--- config.mk ---
export PLATFORM = sky130hd
export DESIGN_NAME = ctrl_regs
export DESIGN_NICKNAME = d
export VERILOG_FILES = /design/src/rtl/periph_pkg.sv /design/src/rtl/ctrl_regs.sv
export VERILOG_INCLUDE_DIRS = /design/src /design/src/rtl
export SDC_FILE = /design/constraint.sdc
export NUM_CORES = 1
export LEC_CHECK = 0
export ABC_AREA = 1
export BUFFER_PORTS_ARGS = -buffer_cell sky130_fd_sc_hd__buf_2
export CAP_MARGIN = 40
export CORE_MARGIN = 4
export CORE_UTILIZATION = 30
export DETAILED_ROUTE_END_ITERATION = 10
export GPL_ROUTABILITY_DRIVEN = 1
export PLACE_DENSITY = 0.64
export SLEW_MARGIN = 40
export SYNTH_ARGS = -nofsm -noshare
export SYNTH_HDL_FRONTEND = slang
export SYNTH_SLANG_ARGS = --single-unit
--- constraint.sdc ---
create_clock -name clk -period 1.33 [get_ports clk]
set_clock_uncertainty 0.05 [all_clocks]
set_input_delay 0.266 -clock clk [delete_from_list [all_inputs] [get_ports clk]]
set_output_delay 0.266 -clock clk [all_outputs]
set_load 0.05 [all_outputs]
--- src/rtl/periph_cfg.svh ---
`ifndef PERIPH_CFG_SVH
`define PERIPH_CFG_SVH

// region select, compared against address bits 31:16
// each region spans 64 KB
`define PERIPH_REGION_SRAM  16'h0200
`define PERIPH_REGION_CACHE 16'h0201
`define PERIPH_REGION_IRQ   16'h0202
`define PERIPH_REGION_VGA   16'h0206
`define PERIPH_REGION_KBD   16'h0207

// main sram depth in 32-bit words
`define PERIPH_SRAM_WORDS 512

// vga mode out of reset
`define PERIPH_VGA_MODE_RESET 3

// clk cycles without a ps2 clock edge before a partial frame is dropped
// the idle counter saturates here
`define PERIPH_KBD_IDLE_LIMIT 16'd65535

// pending bit driven by the keyboard valid flag
`define PERIPH_IRQ_KBD_BIT 0

`endif

--- src/rtl/periph_pkg.sv ---
`default_nettype none

package periph_pkg;

  // cpu bus
  typedef logic [31:0] bus_addr_t;    // byte address
  typedef logic [31:0] bus_data_t;
  typedef logic [3:0]  byte_en_t;

  // word offset inside a 64 KB region, address bits 15:2
  typedef logic [13:0] reg_offset_t;

  typedef logic [8:0]  sram_addr_t;   // 512 words

  // cache and vga control fields
  typedef logic [14:0] flush_page_t;
  typedef logic [15:0] line_addr_t;   // 64k lines of 2 KB
  typedef logic [1:0]  vga_mode_t;

  // start, 8 data, parity, stop
  typedef logic [10:0] ps2_frame_t;

  typedef logic [31:0] irq_vec_t;     // one bit per source

endpackage

`default_nettype wire

--- src/rtl/ctrl_regs.sv ---
`timescale 1ns/1ps
`default_nettype none
`include "periph_cfg.svh"

module ctrl_regs (
  input  wire logic                   clk,
  input  wire logic                   reset_n,
  input  wire logic                   cache_write,
  input  wire logic                   vga_write,
  input  wire periph_pkg::reg_offset_t offset,
  input  wire periph_pkg::bus_data_t   writedata,
  output logic                         flush_cache,
  output periph_pkg::flush_page_t      flush_page,
  output periph_pkg::vga_mode_t        vga_mode,
  output periph_pkg::line_addr_t       vga_line_base,
  output logic                         vga_block
);
  import periph_pkg::*;

  // cache control, single register at offset 0
  always_ff @(posedge clk or negedge reset_n) begin
    if (!reset_n) begin
      flush_cache <= 1'b0;
      flush_page  <= '0;
    end else if (cache_write && offset == 14'd0) begin
      flush_cache <= writedata[31];   // request flag
      flush_page  <= writedata[14:0];
    end
  end

  // vga control
  always_ff @(posedge clk or negedge reset_n) begin
    if (!reset_n) begin
      vga_mode      <= vga_mode_t'(`PERIPH_VGA_MODE_RESET);
      vga_line_base <= '0;
      vga_block     <= 1'b0;
    end else if (vga_write) begin
      case (offset)
        14'd0: begin
          vga_mode <= writedata[1:0];
        end
        14'd1: begin
          vga_line_base <= writedata[15:0]; // first line fetched by scan-out
        end
        14'd2: begin
          vga_block <= writedata[0];        // blanks the display
        end
        default: begin
        end
      endcase
    end
  end

endmodule

`default_nettype wire

After elaboration in Yosys (flattened, before gate mapping)
Cells that the tools add are included.
{"block": "classes", "eq_ne": 2, "reduce_logical": 5}
{"op": "14-bit by 1-bit equality test with 1-bit output, second input constant", "n": 1}
{"op": "14-bit by 2-bit equality test with 1-bit output, second input constant", "n": 1}
{"op": "14-bit logical NOT", "n": 1}
{"op": "2-bit AND reduction", "n": 3}
{"op": "1-bit logical AND", "n": 1}
{"block": "word_totals", "reg_bits": 35, "input_bits": 50, "out_inout_bits": 35, "word_cells": 12}

Longest topological paths before layout
{"block": "depth", "depth_word": 2, "mapped_depth": 7, "depth_no_buf": 7}

Worst setup path before layout
Ideal clock, no wire load.
{"block": "synth_timing", "path_type": "input to register", "from": "input port offset[9]", "to": "register flush_cache", "setup_time_ps": 119, "arrival_ps": 1063, "required_time_ps": 1161, "path_slack_ps": 98, "path_stages": 6, "path_cell_list": "or2_4 nor2_8 nand3_4 buf_2 nand2_1 nand2_1"}
{"block": "synth_between", "elab_chain_cells": 2}
{"element": "from (decl)", "line_no": "ctrl_regs.sv:10", "source": "input wire periph_pkg::reg_offset_t offset,"}
{"element": "14-bit logical NOT", "line_no": "ctrl_regs.sv:25", "source": "end else if (cache_write && offset == 14'd0) begin"}
{"element": "1-bit logical AND", "line_no": "ctrl_regs.sv:25"}
{"element": "to (signal assigned)", "line_no": "ctrl_regs.sv:26", "source": "flush_cache <= writedata[31];"}
{"element": "to (decl)", "line_no": "ctrl_regs.sv:12", "source": "output logic flush_cache,"}
No other way between the ends.
A chain may end at the register's enable or synchronous reset.

Worst setup path after layout
{"block": "layout_timing", "from": "register vga_mode[0]", "to": "output port vga_mode[0]"}
{"element": "from (decl)", "line_no": "ctrl_regs.sv:14", "source": "output periph_pkg::vga_mode_t vga_mode,"}
{"element": "from (signal assigned)", "line_no": "ctrl_regs.sv:34", "source": "vga_mode <= vga_mode_t'(`PERIPH_VGA_MODE_RESET);"}
{"element": "from (signal assigned)", "line_no": "ctrl_regs.sv:40", "source": "vga_mode <= writedata[1:0];"}
No word-level cell between the ends.

==> reports/metrics.yaml <==
ys.flop_type: "dfrtp_1"
die_w_microns: 82
grtUsageTotal_pct: 13.5
worstSetupPathType: "register to output port"
yosysTopAreaCellShare_pct: 50.3
io_pins: 85
synth_nets: 226
dpl_worst_slack_ns: -0.0902
gp_congestion: 0.723
htreeDepth: 2
cap_violations: 0
drive_gt1_share_pct: 39.4
n_antenna_cell: 0
grt_pass1_wl_mm: 6.88
vias: 1523
setup_violations: 0
fin_crit_sh_pct: 97.2
seq_area_frac_synth_pct: 53.5
crit_chain: "buf_6"
start_kind: "register"
hold_class: "input port to register"
power_density_nw_per_um2: 931
core-area_sq_um: 5200
cp.required_ns: 1.01
crit_slowest_cell: "dfstp_2"
first_global_vias: 1482
ant_nets: 0
status: "finished clean"
routed_wl_mm: 4.25
cts.clk_slew.worst_paths_ns: 0.07
path_max_fanout: 2
final_nets: 300
grt-ovfl-total: 0
rsz0062_at_grt: "no"
antenna_found_initial: 0
cp_num_buf_inv: 1
place_area_sq_um: 2080
dieArea_sq_um: 6720
area_growth_pct: 34.1
synth.cell_area_sq_um: 1640
initial_core_util_pct: 31.6
port_buffers: 69
core.rowCount: 26
ys_ff_latch: 35
maxSlewHeadroom_pct: 76.9
worst_pin_slew_ns: 0.346
clock_latency_ns: 0.28
fin_area_sq_um: 2200
ir_drop_mv: 0.599
remaining_drc_errors: 0
arrival_ns: 0.98
ys_warn_count: 0
yosys-top-cells-area: "dfrtp_1 (50%), nand2_1 (16%), nand4_1 (13%), dfstp_2 (3.2%), nand3_4 (2.1%)"
die_h_microns: 82
clock.fmax_ghz: 0.774
slowest_delay_ns: 0.54
path_delay_family: "flip-flops"
syn_inst: 176
cts.sinks: 35
synth_area_leader_cell: "dfrtp_1"
p_leak_uw: 0.00128
hold_violations: 0
ys_types: 20
root_buffer: "clkbuf_8"
postCtsSetupBuffers: 0
synth_most_common_cell: "nand2_1"
clockBufferDepth: 2
drt_iter0_drc: 33
syn_avg_cell_area_sq_um: 9.33
endpoint_kind: "output port"
cts_buffers: 5
worst_slack_ns: 0.0379
async_flop_share_pct: 100
via_per_inst: 4.74
ys_top_cells_by_count: "nand2_1 (72), nand4_1 (35), dfrtp_1 (33)"
hpwl_mm: 3.18
finalCriticalPeriod_ns: 1.29
drv_slew: 0
post-route-util_pct: 42.3
dr.pass1.iters: 4
wl_per_cell_microns: 13.3
cts_tree: "done"
synth_edf_count: 0
grt_max_degree: 23
-- worst reg2reg max path, stage by stage (launching register included) --
cell and delay (ns):
dfstp_2 0.54, nand2_1 0.06, nand2_1 0.05
-- layer usage --
| layer | wire [microns] | GRT usage, % |
|---|---|---|
| met4 | 14 | 3.99 |
| met2 | 2090 | 22.7 |
| met5 | 0 | 0 |
| met1 | 1810 | 16.3 |
| met3 | 334 | 4.61 |
-- registers in the layout, indices dropped and copies added (netlist names) --
| name | flops |
|---|---|
| flush_cache | 1 |
| vga_mode | 2 |
| flush_page | 15 |
| vga_line_base | 16 |
| vga_block | 1 |
-- cell type report --
cell class | count | area [sq um]
Multi-Input combinational cell | 126 | 641
Sequential cell | 35 | 878
Timing Repair Buffer | 79 | 485
Fill cell | 543 | 3000
Tap cell | 70 | 87.6
Clock buffer | 8 | 100
Inverter | 3 | 11.3
-- stage by stage --
step / cells / TNS [ns] / hold WS, ns / total power, uW
final: 321 / 0 / 0.181 / 2050
after global routing: 321 / 0 / 0.175 / 2140
after global placement: 312 / -1.95 / 0.142 / 1240
after floorplan: 176 / 0 / -0.0796 / 1130
after CTS: 321 / 0 / 0.171 / 2080
after detailed placement: 312 / -2.08 / 0.148 / 1240
-- layout by cell type, fill, tap and decap left out --
cell type / instances
nor2_1: 7
nand3_1: 2
buf_6: 2
or2_4: 1
nand2_1: 72
buf_12: 4
buf_4: 5
clkbuf_8: 7
nand4_1: 35
nor2_4: 2
inv_2: 2
dfrtp_1: 33
clkbuf_1: 1
buf_2: 67
nor2_8: 1
nand3_4: 2
nor2_2: 1
nand3_2: 1
inv_1: 1
dfstp_2: 2
nand2_2: 2
dlygate4sd3_1: 1
-- kinds of logic after synthesis --
logic type	synth area share, %
buf+inv	7.54
flops	53.5
simple gates	39.0
-- report_power, final --
group	internal, uW	switching, uW
logic	62.0	89.9
clock network	472	361
registers	1070	0.709
-- final timing paths --
| kind | startpoint | end | slack, ns | depth (start not counted) |
|---|---|---|---|---|
| max | vga_mode[0] | vga_mode[0] | 0.04 | 1 |
| min | writedata[1] | vga_mode[1] | 0.18 | 3 |
| max reg2reg | vga_mode[0] | vga_mode[0] | 0.58 | 2 |
| min reg2reg | vga_line_base[12] | vga_line_base[12] | 0.42 | 2 |
| max in group asynchronous | reset_n | flush_page[12] | 0.44 | 3 |
| min in group asynchronous | reset_n | vga_line_base[3] | 0.36 | 2 |
-- timing repair --
item | in CTS | in global routing
endpoints found under the hold margin | 11 | 0
hold buffers | 1 | 0
resized for setup | 4 | 0
endpoints found under the setup margin | 2 | 0
Note: power is estimated with default switching activity, not from simulation.
