<file path="config.mk">
export PLATFORM = sky130hd
export DESIGN_NAME = irq_ctrl
export DESIGN_NICKNAME = d
export VERILOG_FILES = /design/src/rtl/periph_pkg.sv /design/src/rtl/irq_ctrl.sv
export VERILOG_INCLUDE_DIRS = /design/src /design/src/rtl
export SDC_FILE = /design/constraint.sdc
export NUM_CORES = 1
export LEC_CHECK = 0
export ABC_AREA = 0
export BUFFER_PORTS_ARGS = -buffer_cell sky130_fd_sc_hd__buf_2
export CAP_MARGIN = 20
export CORE_MARGIN = 2
export CORE_UTILIZATION = 43
export DETAILED_ROUTE_END_ITERATION = 8
export MAX_ROUTING_LAYER = met4
export PLACE_DENSITY = 0.9
export SYNTH_ARGS = -nofsm -noshare
export SYNTH_HDL_FRONTEND = slang
export SYNTH_SLANG_ARGS = --single-unit
</file>
<file path="constraint.sdc">
create_clock -name clk -period 1.6 [get_ports clk]
set_clock_uncertainty 0.1 [all_clocks]
set_input_delay 0.32 -clock clk [delete_from_list [all_inputs] [get_ports clk]]
set_output_delay 0.32 -clock clk [all_outputs]
set_load 0.005 [all_outputs]
</file>
<file path="src/rtl/periph_cfg.svh">
`ifndef PERIPH_CFG_SVH
`define PERIPH_CFG_SVH

// region select, compared against address bits 31:16
// each region spans 64 KB
`define PERIPH_REGION_SRAM  16'h0200
`define PERIPH_REGION_CACHE 16'h0201
`define PERIPH_REGION_IRQ   16'h0202
`define PERIPH_REGION_VGA   16'h0206
`define PERIPH_REGION_KBD   16'h0207

// main sram depth in 32-bit words
`define PERIPH_SRAM_WORDS 512

// vga mode out of reset
`define PERIPH_VGA_MODE_RESET 3

// clk cycles without a ps2 clock edge before a partial frame is dropped
// the idle counter saturates here
`define PERIPH_KBD_IDLE_LIMIT 16'd65535

// pending bit driven by the keyboard valid flag
`define PERIPH_IRQ_KBD_BIT 0

`endif

</file>
<file path="src/rtl/periph_pkg.sv">
`default_nettype none

package periph_pkg;

  // cpu bus
  typedef logic [31:0] bus_addr_t;    // byte address
  typedef logic [31:0] bus_data_t;
  typedef logic [3:0]  byte_en_t;

  // word offset inside a 64 KB region, address bits 15:2
  typedef logic [13:0] reg_offset_t;

  typedef logic [8:0]  sram_addr_t;   // 512 words

  // cache and vga control fields
  typedef logic [14:0] flush_page_t;
  typedef logic [15:0] line_addr_t;   // 64k lines of 2 KB
  typedef logic [1:0]  vga_mode_t;

  // start, 8 data, parity, stop
  typedef logic [10:0] ps2_frame_t;

  typedef logic [31:0] irq_vec_t;     // one bit per source

endpackage

`default_nettype wire

</file>
<file path="src/rtl/irq_ctrl.sv">
`timescale 1ns/1ps
`default_nettype none
`include "periph_cfg.svh"

module irq_ctrl (
  input  wire logic                   clk,
  input  wire logic                   reset_n,
  input  wire logic                   write,
  input  wire periph_pkg::reg_offset_t offset,
  input  wire periph_pkg::bus_data_t   writedata,
  input  wire logic                   kbd_valid,
  output periph_pkg::bus_data_t        readdata,
  output logic                         irq_req
);
  import periph_pkg::*;

  irq_vec_t pending;
  logic     kbd_ack;  // source level already taken

  always_ff @(posedge clk or negedge reset_n) begin
    if (!reset_n) begin
      pending <= '0;
      kbd_ack <= 1'b0;
    end else begin
      if (write && offset == 14'd0) begin
        pending <= pending & ~writedata; // write one to clear
      end

      // later assignment, so a new event beats a clear in the same cycle
      if (kbd_valid && !kbd_ack) begin
        pending[`PERIPH_IRQ_KBD_BIT] <= 1'b1;
        kbd_ack <= 1'b1;
      end else if (!kbd_valid && kbd_ack) begin
        kbd_ack <= 1'b0;   // rearm for the next rising edge
      end
    end
  end

  assign readdata = pending;
  assign irq_req  = |pending;

endmodule

`default_nettype wire

</file>
* After elaboration in Yosys (flattened, before gate mapping)
Index checks and enable logic that the tools add are counted.
** Word-level totals
- Bits in registers :: 33
- Input bits :: 50
- Output and inout bits :: 33
- Logic and storage cells :: 18
** Cells by class
- Multiplexer cells :: 4
- Bitwise logic cells :: 2
- Reduce and logical (&&, ||, !) cells :: 9
** Operators with widths (number)
- $and 32x32->32 :: 1
- $not 32->32 :: 1
- $reduce_or 32->1 :: 1
- $logic_not 14->1 :: 1
- $mux 1 :: 4
- $reduce_bool 2->1 :: 2
- $logic_and 1x1->1 :: 3
- $logic_not 1->1 :: 2

* Longest topological paths before layout
- Depth after elaboration :: 4
- Gate-level depth with buffers :: 4

* Least setup slack after synthesis
OpenSTA, ideal clock, no wires.
- Kind :: flip-flop to output port
- Start point :: register pending[4], in the netlist readdata[4]
- End point :: output irq_req
- Arrival time :: 1.041 ns
- Slack :: 0.139 ns
- Stages on the path, launching flop included :: 4
- Cells stage by stage :: dfrtp_1 nor4_1 nand4_1 or2_2
** On the way
- Word-level cells in the longest chain between the ends :: 1
** Ends and longest elaborated chain
- start: declaration :: RTL line irq_ctrl.sv:17 : irq_vec_t pending;
- start signal: assignment :: RTL line irq_ctrl.sv:26 : pending <= pending & ~writedata;
- $reduce_or 32->1 :: RTL line irq_ctrl.sv:40 : assign irq_req = |pending;
- end: declaration :: RTL line irq_ctrl.sv:13 : output logic irq_req
Every way passes these cells.

* Final worst setup path
- Start point :: register pending[25], in the netlist readdata[25]
- End point :: output irq_req
Same word-level chain as after synthesis.

==> impl_metrics.csv <==
group,metric,value,unit
yosys,synth_area,1415,sq um
critical_path,cp-end-kind,"output pin",
power_and_ir_drop,power_density,729.6,nW/um^2
sta,slew_viol_final,0,
critical_path,rrSetupSlack,0.41,ns
critical_path,cp.arrival,1.59,ns
clock_network,clockBufferDepth,2,
status,outcome,"finished, violations left",
hold_path,holdPathStages,2,
critical_path,worstPathRequired,1.18,ns
drt,post_drt_wl_per_cell,14.12,um
drt,dr.pass1.iters,4,
yosys,syn_nets,140,
sta,fmax,0.4980,GHz
power_and_ir_drop,p_leak,1.215,nW
power_and_ir_drop,ir_drop,405.2,uV
cells_and_area,syn2layout_area_growth,55.79,%
critical_path,path_cells,"nor4_1 > nand4_1 > or2_4 > buf_6",
sta,period_share,125.5,%
drt,ant_nets,0,
placement,routabilityCongestion,0.8401,
cells_and_area,fin_cells,250,
sta,rsz0062_at_grt,"yes",
critical_path,worst-setup-path-type,"register to output pin",
critical_path,r2r_end,"kbd_ack",
yosys,synth-seq-area-share,58.36,%
sta,period_needed,2.008,ns
sta,worstMarginPinSlew,0.4039,ns
drt,vias,1191,
grt,first_global_vias,1197,
yosys,synth_seq_cells,33,
hold_path,whs_endpoint,"readdata[3]",
sta,setup_viol_count_final,1,
clock_network,cts.sinks,33,
floorplan,rows,20,
floorplan,pin_count,83,
cells_and_area,diodes,0,
clock_network,cts_tree,"done",
clock_network,path_clk_slew,0.09,ns
critical_path,startpoint,"readdata[25]",
critical_path,r2r_start,"kbd_ack",
critical_path,r2r_cells,3,
sta,finalHoldViolCount,0,
floorplan,initial_core_util,45.60,%
yosys,synth_cells,89,
drt,drcViolationCount,0,
grt,antenna_found_initial,0,
yosys,synth_top_cell_area_share,58.36,%
grt,grt-ovfl-total,0,
grt,grt_max_degree,22,
floorplan,die_area,3766,sq um
cells_and_area,nets,256,
grt,grt_pass1_wl,5106,um
yosys,ys_top_cells_by_area,"dfrtp_1 (58%), a21boi_2 (24%), buf_12 (4.2%), nor4_1 (3.5%), nor4_2 (1.8%)",
clock_network,numCtsBuffers,5,
placement,port_buffers,82,
cells_and_area,layout-drive-gt1-share,76.70,%
clock_network,clk-insertion-delay-late,0.32,ns
clock_network,cts-root-buf,"clkbuf_4",
hold_path,hp-start,"writedata[3]",
placement,hpwlAfterDp,2912,um
sta,slew_headroom,73.07,%
critical_path,crit_fanout,2,
critical_path,crit_slowest_cell,"dfrtp_1",
grt,grt_usage,20.45,%
floorplan,die_x,61.37,um
drt,wl,3530,um
drt,drt-initial-drc-count,13,
drt,vias_per_cell,4.764,
cells_and_area,final_util,71.05,%
status,failed_checks,"setup timing",
run,maxCapViolCount,0,
clock_network,htreeDepth,2,
yosys,synth_top_cell_by_area,"dfrtp_1",
placement,post-place-ws,-0.1333,ns
sta,layout_setup_ws,-0.4080,ns
yosys,syn_area_per_cell,15.90,sq um
floorplan,die_h,61.37,um
hold_path,hold_path_class,"input port to register",
cells_and_area,fillers,239,
critical_path,worstSetupStartpointType,"register",
yosys,yosys_warnings,0,
floorplan,coreArea,3103,sq um
placement,dp_cells,239,
yosys,synth_cell_types,16,
critical_path,slowest_delay,0.40,ns
registers in the layout, summed over array words and instances, names as in the netlist:
| register | count |
|---|---|
| readdata | 32 |
| kbd_ack | 1 |
stage by stage:
step | area, sq um | total power [mW] | TNS [ns] | hold WS (ns)
after detailed placement | 2061 | 1.003 | -0.1333 | 0.1625
after CTS | 2198 | 1.629 | -0.3945 | 0.03452
after global routing | 2205 | 1.682 | -0.4702 | 0.02558
after global placement | 2061 | 0.9972 | -0.1650 | 0.1562
final | 2205 | 1.609 | -0.4080 | 0.04912
after floorplan | 1415 | 0.9034 | 0 | -0.07559
cell type report:
type                       instances  area [sq um]  share of cell area, %
clock inverter                     1         30.03                  1.362
multi-input combinational         52         553.0                  25.09
tap                               44         55.05                  2.497
clock buffer                       7         55.05                  2.497
sequential                        33         825.8                  37.46
inverter                           1         3.754                 0.1703
timing repair buffer             112         681.9                  30.93
what timing repair did:
action	CTS	global route
setup buffers	2	0
endpoints found under the setup margin	1	1
hold endpoints to repair	15	0
pin swaps	4	2
gates resized for setup	5	1
hold buffers	1	0
per-layer routing:
metal | track usage (%) | wire (um) | up-vias
li1 | - | - | 572
met1 | 20.89 | 1392 | 553
met2 | 36.78 | 1825 | 59
met3 | 5.042 | 226 | 7
met4 | 9.119 | 85 | 0
met5 | - | 0 | -
worst max-delay path: cells and delay by family (launching register included):
kind | cells | cell delay [ns]
simple gates | 3 | 0.77
flops | 1 | 0.40
buf+inv | 1 | 0.11
kinds of logic (layout without fill, tap and decap cells):
logic type	count (synthesis)	count (layout)	synth area share [%]
buf+inv	4	121	4.509
simple gates	18	18	10.52
flops	33	33	58.36
mux	1	1	0.7957
compound gates	32	32	24.93
fa+ha+maj	1	1	0.8840
synthesized netlist by cell type, drive strengths merged:
| master | number |
|---|---|
| a21boi | 31 |
| a21o | 1 |
| and4 | 1 |
| buf | 3 |
| dfrtp | 33 |
| ha | 1 |
| inv | 1 |
| mux2 | 1 |
| nand4 | 3 |
| nor3 | 1 |
| nor4 | 10 |
| nor4b | 2 |
| or2 | 1 |
power breakdown:
| part | leakage, nW | internal [mW] | switching [mW] |
|---|---|---|---|
| registers | 0.455 | 0.845 | 0.00577 |
| clock network | 0.0455 | 0.373 | 0.250 |
| logic | 0.715 | 0.0750 | 0.0600 |
| total | 1.21 | 1.29 | 0.315 |
placed cells by master, fill, tap and decap left out, drive strengths merged, types with 2 or more instances in the layout:
master and n:
a21boi 31, buf 111, clkbuf 7, dfrtp 33
nand4 3, nor4 10, nor4b 2
how the worst max path moves through the flow:
stage,to
finish,irq_req
global route,irq_req
CTS,irq_req
detailed placement,irq_req
global placement,irq_req
floorplan,irq_req
(Power assumes the default switching activity.)
