`config.mk`:
```
export PLATFORM = sky130hd
export DESIGN_NAME = ps2_keyboard_rx
export DESIGN_NICKNAME = d
export VERILOG_FILES = /design/src/rtl/periph_pkg.sv /design/src/rtl/ps2_keyboard_rx.sv
export VERILOG_INCLUDE_DIRS = /design/src /design/src/rtl
export SDC_FILE = /design/constraint.sdc
export NUM_CORES = 1
export LEC_CHECK = 0
export ABC_AREA = 1
export CORE_ASPECT_RATIO = 2
export CORE_MARGIN = 2
export CORE_UTILIZATION = 40
export CTS_BUF_LIST = sky130_fd_sc_hd__clkbuf_4 sky130_fd_sc_hd__clkbuf_8 sky130_fd_sc_hd__clkbuf_16
export DETAILED_ROUTE_END_ITERATION = 10
export DONT_BUFFER_PORTS = 1
export GPL_TIMING_DRIVEN = 0
export PLACE_DENSITY_LB_ADDON = 0.25
export SETUP_SLACK_MARGIN = 0.4
export SLEW_MARGIN = 15
export SYNTH_ARGS = -nofsm -noshare
export SYNTH_HDL_FRONTEND = slang
export SYNTH_SLANG_ARGS = --single-unit
```
`constraint.sdc`:
```
create_clock -name clk -period 2.27 [get_ports clk]
set_clock_uncertainty 0.15 [all_clocks]
set_input_delay 0.3405 -clock clk [delete_from_list [all_inputs] [get_ports clk]]
set_output_delay 0.3405 -clock clk [all_outputs]
set_load 0.005 [all_outputs]
```
`src/rtl/periph_cfg.svh`:
```
`ifndef PERIPH_CFG_SVH
`define PERIPH_CFG_SVH

// region select, compared against address bits 31:16
// each region spans 64 KB
`define PERIPH_REGION_SRAM  16'h0200
`define PERIPH_REGION_CACHE 16'h0201
`define PERIPH_REGION_IRQ   16'h0202
`define PERIPH_REGION_VGA   16'h0206
`define PERIPH_REGION_KBD   16'h0207

// main sram depth in 32-bit words
`define PERIPH_SRAM_WORDS 512

// vga mode out of reset
`define PERIPH_VGA_MODE_RESET 3

// clk cycles without a ps2 clock edge before a partial frame is dropped
// the idle counter saturates here
`define PERIPH_KBD_IDLE_LIMIT 16'd65535

// pending bit driven by the keyboard valid flag
`define PERIPH_IRQ_KBD_BIT 0

`endif

```
`src/rtl/periph_pkg.sv`:
```
`default_nettype none

package periph_pkg;

  // cpu bus
  typedef logic [31:0] bus_addr_t;    // byte address
  typedef logic [31:0] bus_data_t;
  typedef logic [3:0]  byte_en_t;

  // word offset inside a 64 KB region, address bits 15:2
  typedef logic [13:0] reg_offset_t;

  typedef logic [8:0]  sram_addr_t;   // 512 words

  // cache and vga control fields
  typedef logic [14:0] flush_page_t;
  typedef logic [15:0] line_addr_t;   // 64k lines of 2 KB
  typedef logic [1:0]  vga_mode_t;

  // start, 8 data, parity, stop
  typedef logic [10:0] ps2_frame_t;

  typedef logic [31:0] irq_vec_t;     // one bit per source

endpackage

`default_nettype wire

```
`src/rtl/ps2_keyboard_rx.sv`:
```
`timescale 1ns/1ps
`default_nettype none
`include "periph_cfg.svh"

module ps2_keyboard_rx (
  input  wire logic              clk,
  input  wire logic              reset_n,
  input  wire logic              ps2_clk,
  input  wire logic              ps2_data,
  input  wire logic              read,
  output periph_pkg::ps2_frame_t frame,
  output logic                   valid
);
  import periph_pkg::*;

  logic        clk_sync0;
  logic        clk_sync1;
  logic        clk_prev;
  logic        data_sync0;
  logic        data_sync1;
  logic        clk_rise;
  logic        restart;
  logic        last_bit;
  logic [15:0] idle_cnt;
  logic [3:0]  bit_pos;
  ps2_frame_t  rx_bits;

  // ps2 lines idle high, so reset to 1 avoids a false edge
  always_ff @(posedge clk or negedge reset_n) begin
    if (!reset_n) begin
      clk_sync0  <= 1'b1;
      clk_sync1  <= 1'b1;
      clk_prev   <= 1'b1;
      data_sync0 <= 1'b1;
      data_sync1 <= 1'b1;
    end else begin
      clk_sync0  <= ps2_clk;
      clk_sync1  <= clk_sync0;
      clk_prev   <= clk_sync1;
      data_sync0 <= ps2_data; // same depth as the clock path
      data_sync1 <= data_sync0;
    end
  end

  assign clk_rise = clk_sync1 && !clk_prev;
  assign restart  = clk_rise && idle_cnt == `PERIPH_KBD_IDLE_LIMIT; // stale partial frame
  assign last_bit = clk_rise && !restart && bit_pos == 4'd10;

  always_ff @(posedge clk or negedge reset_n) begin
    if (!reset_n) begin
      idle_cnt <= '0;
      bit_pos  <= '0;
      valid    <= 1'b0;
    end else begin
      if (idle_cnt != `PERIPH_KBD_IDLE_LIMIT) begin
        idle_cnt <= idle_cnt + 16'd1;
      end

      if (clk_rise) begin
        idle_cnt <= '0;
        if (restart) begin
          bit_pos <= 4'd1;   // this edge was bit 0
        end else if (last_bit) begin
          bit_pos <= '0;
          valid   <= 1'b1;
        end else begin
          bit_pos <= bit_pos + 4'd1;
        end
      end

      if (read) begin
        valid <= 1'b0;
      end
    end
  end

  // frame only changes on completion
  always_ff @(posedge clk) begin
    if (restart) begin
      rx_bits[0] <= data_sync1;
    end else if (clk_rise) begin
      rx_bits[bit_pos] <= data_sync1;
    end
    if (last_bit) begin
      frame <= {data_sync1, rx_bits[9:0]};
    end
  end

  assert property (@(posedge clk) disable iff (!reset_n) bit_pos <= 4'd10)
    else $error("ps2_keyboard_rx: bit position past stop bit");

endmodule

`default_nettype wire

```
Word-level counts from Yosys, hierarchy flattened
Index checks and enable logic that the tools add are counted.
{"block": "op_classes", "n_eq_ne": 4, "addsub": 2, "n_lt_le_gt_ge": 2, "muxes": 13, "n_bitwise": 1, "reduce_logical": 13}
{"op": "16-bit two-way mux", "n": 2}
{"op": "16-bit by 1-bit adder with 16-bit output, second input constant", "n": 1}
{"op": "16-bit == test, second input constant", "n": 1}
{"op": "16-bit != test, second input constant", "n": 1}
{"op": "11-bit bitwise mux", "n": 1}
{"op": "4-bit two-way mux", "n": 2}
{"op": "2-bit nonzero test", "n": 4}
{"op": "1-bit two-way mux", "n": 7}
{"op": "1-bit logical AND", "n": 5}
{"op": "4-bit by 5-bit less-than comparator with 1-bit output, second input constant", "n": 1}
{"op": "4-bit by 1-bit adder with 4-bit output, second input constant", "n": 1}
{"op": "1-bit demux with 4-bit select", "n": 1}
{"op": "4-bit == test, second input constant", "n": 1}
{"op": "4-bit by 1-bit >= comparator with 1-bit output, second input constant", "n": 1}
{"op": "3-bit AND reduction", "n": 1}
{"op": "1-bit logical NOT", "n": 2}
{"op": "2-bit != test, second input constant", "n": 1}
{"op": "2-bit AND reduction", "n": 1}
{"op": "1-bit inverter", "n": 1}
{"block": "totals", "elab_cells": 46, "out_inout_bits": 12, "register_bits": 48, "input_bits": 5}

Depth between registers and ports, before layout
Gate-level depths: netlist of run 1.
{"block": "depth", "ltp_word": 10, "ltp_mapped": 9, "mapped_depth_nobuf": 8}

Worst setup path before layout of run 1
OpenSTA, ideal clock, no wires.
{"block": "synth_path", "path_kind": "register to register", "from": "register idle_cnt[0]", "to": "register frame[0] (enable)", "required_time_ns": 1.781, "setup_time_ns": 0.339, "stages_incl_launch_ff": 8, "synth_period_minus_slack_ns": 1.817, "t_arrival_ns": 1.328, "path_buffers": 1, "slack_ns": 0.453, "path_cell_list": "dfrtp_1 -> ha_1 -> nand3_2 -> nor2_4 -> nand2_2 -> buf_6 -> nand3_1 -> inv_1"}
{"block": "synth_via", "elab_chain_cells": 5}
{"item": "start, declared", "line_no": "ps2_keyboard_rx.sv:24", "source": "logic [15:0] idle_cnt;"}
{"item": "start signal, assigned", "line_no": "ps2_keyboard_rx.sv:56", "source": "idle_cnt <= idle_cnt + 16'd1;"}
{"item": "16-bit == test (no line)"}
{"item": "1-bit logical AND (no line)"}
{"item": "1-bit logical NOT", "line_no": "ps2_keyboard_rx.sv:47", "source": "assign last_bit = clk_rise && !restart && bit_pos == 4'd10;"}
{"item": "1-bit logical AND (2 in a row)", "line_no": "ps2_keyboard_rx.sv:47"}
{"item": "named net last_bit", "line_no": "ps2_keyboard_rx.sv:23", "source": "logic last_bit;"}
{"item": "end signal, assigned", "line_no": "ps2_keyboard_rx.sv:85", "source": "frame <= {data_sync1, rx_bits[9:0]};"}
{"item": "end, declared", "line_no": "ps2_keyboard_rx.sv:11", "source": "output periph_pkg::ps2_frame_t frame,"}
The timed path passes the listed nets, and every way through them passes these cells.
A chain may end at the register's enable or synchronous reset.

Worst setup path in the final report of run 1
{"block": "layout_path", "from": "register idle_cnt[0]", "to": "register frame[4] (enable)"}
Same word-level chain as after synthesis.

==> insert_results.sql, run 1 <==
INSERT INTO impl_metrics (metric_group, metric, value, unit) VALUES
('worst_setup_path', 'r2r_setup_slack', '0.49', 'ns'),
('layout', 'final_common_cell', 'sky130_fd_sc_hd__nand2_1', ''),
('timing', 'final_min_period_over_clock_period', '78.4', '%'),
('timing', 'finalMaxSlewViolations', '0', ''),
('global_route', 'grt_pass1_wl', '7150', 'um'),
('worst_setup_path', 'worstPathMaxFanout', '10', ''),
('timing', 'period_minus_slack', '1.78', 'ns'),
('yosys', 'synth.yosys.warnings', '0', ''),
('yosys', 'ys_types', '24', ''),
('clocking', 'root_buffer', 'sky130_fd_sc_hd__clkbuf_8', ''),
('detailed_routing', 'initialDrtViolationCount', '48', ''),
('yosys', 'syn_nets', '235', ''),
('place', 'place.port_buffers', '0', ''),
('worst_setup_path', 'critical_path.startpoint_type', 'register', ''),
('worst_hold_path', 'hold-path-cell-count', '0', ''),
('die', 'initial_core_utilization', '41.7', '%'),
('power', 'leakage', '1.14', 'nW'),
('worst_setup_path', 'critical_path.reg2reg.endpoint', 'frame[4]', ''),
('yosys', 'synth_area', '2160', 'um^2'),
('worst_setup_path', 'critPathRequiredTime', '2.17', 'ns'),
('die', 'dieWidth', '56.0', 'um'),
('timing', 'setup_ws', '0.491', 'ns'),
('worst_setup_path', 'arrival_time_worst_endpoint', '1.68', 'ns'),
('yosys', 'synth_fa_ha_area_share', '2.90', '%'),
('yosys', 'syn-instance-count', '225', ''),
('clocking', 'path_clk_slew', '0.10', 'ns'),
('global_route', 'groute.usage.overall', '15.7', '%'),
('yosys', 'synth.yosys.seq_area_share', '59.6', '%'),
('power', 'cell_area_power_density', '799', 'nW/um^2'),
('worst_setup_path', 'worst-setup-path-type', 'reg -> reg', ''),
('detailed_routing', 'drc', '0', ''),
('place', 'hpwlAfterDp', '3050', 'um'),
('yosys', 'syn_area_per_cell', '9.60', 'um^2'),
('timing', 'slew_headroom', '63.9', '%'),
('detailed_routing', 'postRouteWirelength', '4230', 'um'),
('global_route', 'grt_start_max_net_pins', '27', ''),
('yosys', 'synthMuxAreaShare', '0', '%'),
('global_route', 'first_global_vias', '1519', ''),
('layout', 'final_net_count', '252', ''),
('die', 'die_height', '108', 'um'),
('detailed_routing', 'wire_per_inst', '14.1', 'um'),
('layout', 'area_delta_synth_final', '14.6', '%'),
('timing', 'timing_hold_violations_final', '0', ''),
('yosys', 'synth-simple-area-share', '26.5', '%'),
('place', 'finalWeightedCongestion', '0.862', ''),
('worst_setup_path', 'rr_worst_depth', '7', ''),
('die', 'floorplan.core_area', '5180', 'um^2'),
('worst_hold_path', 'hold_path_sink', 'clk_prev', ''),
('worst_setup_path', 'end_kind', 'register', ''),
('run_status', 'run_status', 'finished, final reports clean', ''),
('layout', 'highest_count_cells_in_the_layout_ignoring_fill_and_taps', '51 x sky130_fd_sc_hd__nand2_1, 29 x sky130_fd_sc_hd__inv_1, 26 x sky130_fd_sc_hd__nor2_1, 26 x sky130_fd_sc_hd__nand3_1', ''),
('timing', 'finalSetupTns', '0', 'ns'),
('yosys', 'largest_family_of_logic_cells_by_synthesized_area', 'simple AND/OR/NAND/NOR gates', ''),
('die', 'fp.dieArea', '6040', 'um^2'),
('detailed_routing', 'vias_per_cell', '5.01', ''),
('timing', 'worst_pin_slew', '0.541', 'ns'),
('clocking', 'tritoncts', 'done', ''),
('detailed_routing', 'num_vias', '1509', ''),
('yosys', 'fraction_of_synthesized_cell_area_in_xor_and_xnor_cells', '0.811', '%'),
('die', 'placement_rows', '37', ''),
('clocking', 'numClockSinks', '47', ''),
('yosys', 'synth_compound_gate_area_share', '3.36', '%'),
('global_route', 'initial_antenna_violation_count', '0', ''),
('layout', 'final.fill_count', '509', ''),
('worst_hold_path', 'hold_path.startpoint', 'clk_sync1', ''),
('clocking', 'clock_tree.htree_level_count', '2', ''),
('clocking', 'worst_skew_pair.late_latency', '0.31', 'ns'),
('timing', 'timing.hold.ws', '0.209', 'ns'),
('worst_setup_path', 'crit-reg2reg-launch', 'idle_cnt[0]', ''),
('worst_hold_path', 'min_path_type', 'reg -> reg', ''),
('timing', 'finalSetupViolCount', '0', '');
-- power breakdown --
part	total (W)	internal [W]	switching, W
logic	0.000293	0.000129	0.000164
registers	0.00104	0.000962	0.0000766
clock network	0.000645	0.000334	0.000311
total	0.00198	0.00142	0.000552
-- metal layers --
| layer | vias up | track usage, % | part of all wire [%] |
|---|---|---|---|
| li1 | 760 | - | - |
| met1 | 705 | 14.9 | 35 |
| met2 | 32 | 30.4 | 59 |
| met3 | 12 | 3.00 | 2.8 |
| met4 | 0 | 9.01 | 3.2 |
| met5 | - | 0 | 0 |
-- flip-flops by register name (all words and copies together) (netlist names) --
signal      cells
valid           1
data_sync1      1
idle_cnt       16
bit_pos         4
rx_bits        10
clk_sync0       1
data_sync0      1
clk_prev        1
clk_sync1       1
frame          11
-- area by class of cell --
cell class / count / area (um^2) / area share [%]
Clock inverter: 3 / 47.5 / 1.92
Tap cell: 58 / 72.6 / 2.93
Buffer: 5 / 35.0 / 1.42
Timing Repair inverter: 1 / 7.51 / 0.303
Multi-Input combinational cell: 143 / 749 / 30.3
Inverter: 30 / 116 / 4.70
Clock buffer: 5 / 68.8 / 2.78
Timing Repair Buffer: 9 / 90.1 / 3.64
Sequential cell: 47 / 1290 / 52.0
-- worst max path at each step --
stage,startpoint,end,slack [ns],cells past startpoint
finish,idle_cnt[0],frame[4],0.49,7
global route,idle_cnt[1],frame[7],0.41,7
CTS,idle_cnt[0],frame[4],0.41,7
detailed placement,idle_cnt[0],frame[0],0.17,7
global placement,idle_cnt[0],frame[0],0.22,7
floorplan,idle_cnt[0],frame[0],0.45,7
-- synthesized netlist by cell type --
library cell / count / area [um^2]
sky130_fd_sc_hd__a21oi_1: 2 / 10.0
sky130_fd_sc_hd__buf_1: 2 / 7.51
sky130_fd_sc_hd__buf_2: 1 / 5.00
sky130_fd_sc_hd__buf_6: 2 / 22.5
sky130_fd_sc_hd__dfrtp_1: 21 / 526
sky130_fd_sc_hd__dfstp_2: 5 / 131
sky130_fd_sc_hd__edfxtp_1: 21 / 631
sky130_fd_sc_hd__ha_1: 5 / 62.6
sky130_fd_sc_hd__inv_1: 30 / 113
sky130_fd_sc_hd__nand2_1: 51 / 191
sky130_fd_sc_hd__nand2_2: 2 / 12.5
sky130_fd_sc_hd__nand3_1: 27 / 135
sky130_fd_sc_hd__nand3_2: 3 / 30.0
sky130_fd_sc_hd__nand3b_1: 1 / 7.51
sky130_fd_sc_hd__nand4_1: 6 / 37.5
sky130_fd_sc_hd__nor2_1: 26 / 97.6
sky130_fd_sc_hd__nor2_4: 2 / 22.5
sky130_fd_sc_hd__o211ai_2: 1 / 12.5
sky130_fd_sc_hd__o21ai_0: 5 / 25.0
sky130_fd_sc_hd__o21ai_1: 2 / 10.0
sky130_fd_sc_hd__o21bai_1: 2 / 15.0
sky130_fd_sc_hd__or2_2: 6 / 37.5
sky130_fd_sc_hd__xnor2_1: 1 / 8.76
sky130_fd_sc_hd__xor2_1: 1 / 8.76
-- critical path, stage by stage (launching register included) --
cell and delay [ns]:
sky130_fd_sc_hd__dfrtp_1 0.42, sky130_fd_sc_hd__ha_4 0.18, sky130_fd_sc_hd__nand3_2 0.13, sky130_fd_sc_hd__nor2_4 0.12, sky130_fd_sc_hd__nand2_2 0.08, sky130_fd_sc_hd__buf_6 0.15
sky130_fd_sc_hd__nand3_4 0.10, sky130_fd_sc_hd__clkinvlp_4 0.17
-- per-stage QoR --
stage	power, W	instances	area, um^2	util, %
final	0.00198	301	2470	47.7
after global routing	0.00208	301	2470	47.7
after CTS	0.00197	298	2440	47.2
after detailed placement	0.00130	283	2230	43.1
after global placement	0.00129	283	2230	43.1
after floorplan	0.00123	225	2160	-
-- cell families after synthesis --
group	after synthesis
flops	47
buf+inv	35
simple gates	124
xor+xnor	2
fa+ha+maj	5
compound gates	12
-- timing repair --
action | 4_1_cts | 5_1_grt
buffers inserted | 1 | 3
endpoints found under the hold margin | 29 | 0
cloned | 1 | 0
resized for setup | 5 | 1
endpoints found under the setup margin | 11 | 11
hold buffers | 5 | 0
pin swaps | 1 | 1
(Power assumes the default switching activity.)
==> run 2, diff against run 1 <==
==> constraint.sdc (replaced) <==
create_clock -name clk -period 1.8 [get_ports clk]
set_clock_uncertainty 0.15 [all_clocks]
set_input_delay 0.27 -clock clk [delete_from_list [all_inputs] [get_ports clk]]
set_output_delay 0.27 -clock clk [all_outputs]
set_load 0.005 [all_outputs]
==> run 2 against run 1 <==
Against the previous run: sequential share of layout area decreased by 4.6 points; core utilization increased by 4.7 points; worst setup slack got worse by 0.33 ns; wire length decreased by 0.99%; via count increased by 6.2%; register-to-register slack got worse by 0.33 ns; cell area increased by 9.8%; fmax increased by 8.6%; die area unchanged; clock power increased by 22%; critical endpoint is now frame[9].
==> insert_results.sql, run 2 (synthesized netlist as in run 1, its figures left out) <==
INSERT INTO impl_metrics (metric_group, metric, value, unit) VALUES
('clocking', 'tritoncts', 'done', ''),
('timing', 'timing.fmax', '610', 'MHz'),
('power', 'share_seq_of_total_power', '51.7', '%'),
('detailed_routing', 'drc', '0', ''),
('detailed_routing', 'wire_per_inst', '13.2', 'um'),
('worst_setup_path', 'crit_path_frequent_cell', 'sky130_fd_sc_hd__nand2_1', ''),
('timing', 'finalSetupViolCount', '0', ''),
('detailed_routing', 'num_vias', '1603', ''),
('worst_setup_path', 'worst-setup-path-type', 'reg -> reg', ''),
('timing', 'slew_headroom', '81.7', '%'),
('clocking', 'cts_max_path_buffers', '2', ''),
('worst_setup_path', 'cp-endpoint', 'frame[9]', ''),
('die', 'placement_rows', '37', ''),
('power', 'leakage', '1.24', 'nW'),
('worst_setup_path', 'critPathRequiredTime', '1.68', 'ns'),
('detailed_routing', 'antenna_left', '0', ''),
('layout', 'final_common_cell', 'sky130_fd_sc_hd__nand2_1', ''),
('timing', 'final_min_period_over_clock_period', '91.0', '%'),
('clocking', 'cts_made_buffers', '5', ''),
('worst_setup_path', 'crit-reg2reg-launch', 'idle_cnt[10]', ''),
('power', 'p_switching', '0.000707', 'W'),
('die', 'die_height', '108', 'um'),
('timing', 'timing_hold_violations_final', '0', ''),
('layout', 'regMostFlops', 'idle_cnt', ''),
('layout', 'final.fill_count', '458', ''),
('worst_setup_path', 'arrival_time_worst_endpoint', '1.52', 'ns'),
('layout', 'finish.instance_area', '2720', 'um^2'),
('timing', 'period_minus_slack', '1.64', 'ns'),
('die', 'fp.dieArea', '6040', 'um^2'),
('power', 'cell_area_power_density', '929', 'nW/um^2'),
('detailed_routing', 'postRouteWirelength', '4190', 'um'),
('die', 'initial_core_utilization', '41.7', '%'),
('detailed_routing', 'initialDrtViolationCount', '47', ''),
('power', 'internal_power', '0.00182', 'W'),
('worst_setup_path', 'end_kind', 'register', ''),
('die', 'dieWidth', '56.0', 'um'),
('place', 'placed_area', '2260', 'um^2'),
('layout', 'largestRegisters', 'idle_cnt: 16 flops, frame: 11 flops, rx_bits: 10 flops', ''),
('worst_setup_path', 'rr_worst_depth', '8', ''),
('clocking', 'numClockSinks', '47', ''),
('worst_setup_path', 'timing.critical_path.cells', 'nand2_1 -> inv_1 -> nand2_1 -> nor2_4 -> nand2_2 -> buf_8 -> nand3_4 -> inv_4', ''),
('worst_setup_path', 'slowest_delay', '0.42', 'ns'),
('worst_setup_path', 'critical_path.startpoint_type', 'register', ''),
('worst_setup_path', 'crit_slowest_cell', 'sky130_fd_sc_hd__dfrtp_1', ''),
('timing', 'finalSetupTns', '0', 'ns'),
('power', 'combinational_power_share', '17.1', '%'),
('worst_setup_path', 'critical_path_start', 'idle_cnt[10]', ''),
('detailed_routing', 'vias_per_cell', '5.04', ''),
('layout', 'final_net_count', '269', ''),
('global_route', 'global_route.overflow_total', '0', ''),
('job', 'timing.max_cap.violations', '0', ''),
('power', 'clkPwrFrac', '31.1', '%'),
('run_status', 'run_status', 'finished, final reports clean', ''),
('timing', 'grt_setup_unrepaired', 'yes', ''),
('worst_setup_path', 'r2r_setup_slack', '0.16', 'ns'),
('place', 'finalWeightedCongestion', '0.784', ''),
('place', 'place.port_buffers', '0', ''),
('power', 'switching_share', '28.0', '%'),
('layout', 'final_layout_size_suffix_gt1_share', '28.8', '%'),
('global_route', 'initial_antenna_violation_count', '0', ''),
('clocking', 'worst_skew_pair.late_latency', '0.30', 'ns'),
('power', 'vdd.ir_drop.worst', '0.591', 'mV'),
('worst_setup_path', 'critical_path.reg2reg.endpoint', 'frame[9]', ''),
('timing', 'finalMaxSlewViolations', '0', ''),
('layout', 'highest_count_cells_in_the_layout_ignoring_fill_and_taps', '47 x sky130_fd_sc_hd__nand2_1, 27 x sky130_fd_sc_hd__inv_1, 24 x sky130_fd_sc_hd__nand3_1', ''),
('clocking', 'clock_tree.htree_level_count', '2', ''),
('worst_hold_path', 'min_path_type', 'reg -> reg', ''),
('place', 'hpwlAfterDp', '2680', 'um'),
('layout', 'antenna-diode-count', '0', ''),
('global_route', 'first_global_vias', '1552', ''),
('global_route', 'groute.usage.overall', '15.2', '%'),
('detailed_routing', 'dr.pass1.iters', '4', ''),
('layout', 'area_delta_synth_final', '25.8', '%'),
('global_route', 'grt_start_max_net_pins', '27', ''),
('clocking', 'path_clk_slew', '0.09', 'ns'),
('die', 'pin_count', '17', ''),
('layout', 'largest_reg_flops', '16', ''),
('global_route', 'grt_pass1_wl', '6970', 'um'),
('worst_setup_path', 'worstPathMaxFanout', '8', ''),
('clocking', 'root_buffer', 'sky130_fd_sc_hd__clkbuf_8', ''),
('timing', 'worst_pin_slew', '0.274', 'ns'),
('die', 'floorplan.core_area', '5180', 'um^2');
[run 2: worst max-delay path, delay by kind of cell (launching register included)]
kind / cells / cell delay (ns)
AND/OR/NAND/NOR: 5 / 0.49
flip-flops: 1 / 0.42
buffers and inverters: 3 / 0.30
[run 2: worst min-delay path by stage]
stage	slack, ns	cells past startpoint	from	endpoint
5_1_grt	0.21	0	clk_sync0	clk_sync1
3_5_place_dp	-0.17	0	reset_n	idle_cnt[5]
3_3_place_gp	-0.17	0	reset_n	idle_cnt[5]
4_1_cts	0.21	0	clk_sync0	clk_sync1
2_1_floorplan	-0.18	0	reset_n	bit_pos[0]
6_report	0.21	0	clk_sync0	clk_sync1
[run 2: what timing repair did]
item / 4_1_cts / 5_1_grt
pin swaps: 8 / 2
gates cloned: 2 / 0
setup endpoints to repair: 43 / 43
endpoints found under the hold margin: 29 / 0
hold buffers: 5 / 0
buffers inserted: 16 / 4
resized for setup: 27 / 11
[run 2: power groups by stage]
stage	combinational, W	sequential [W]	clock, W
after global routing	0.000487	0.00132	0.000863
after floorplan	0.000256	0.00130	0
final	0.000432	0.00131	0.000786
after global placement	0.000300	0.00132	0
after detailed placement	0.000313	0.00133	0
after CTS	0.000403	0.00131	0.000809
[run 2: through the flow]
step / hold WS [ns] / util [%] / power (W) / instances / setup WS [ns]
2_1_floorplan: -0.176 / - / 0.00156 / 225 / 0.203
3_3_place_gp: -0.175 / 43.6 / 0.00162 / 283 / 0.0714
3_5_place_dp: -0.175 / 43.6 / 0.00164 / 283 / 0.0633
4_1_cts: 0.212 / 51.0 / 0.00252 / 314 / 0.180
5_1_grt: 0.214 / 52.4 / 0.00267 / 318 / 0.0946
6_report: 0.210 / 52.4 / 0.00252 / 318 / 0.162
[run 2: cell type report]
type                    instances  area, um^2  area share (%)
flip-flops and latches         47        1290            47.4
repair buffers                 26         233            8.56
clock buffers                   5        68.8            2.53
well taps                      58        72.6            2.67
inverters                      30         120            4.42
multi-input cells             143         835            30.7
plain buffers                   5        48.8            1.80
repair inverters                1        6.26           0.230
clock inverters                 3        46.3            1.70
[run 2: per-layer routing]
layer	track usage, %	vias to the layer above	share of wire, %
met3	3.13	8	2.6
met1	15.7	774	39
li1	-	790	-
met4	9.69	0	2.6
met2	27.4	31	56
met5	0	-	0
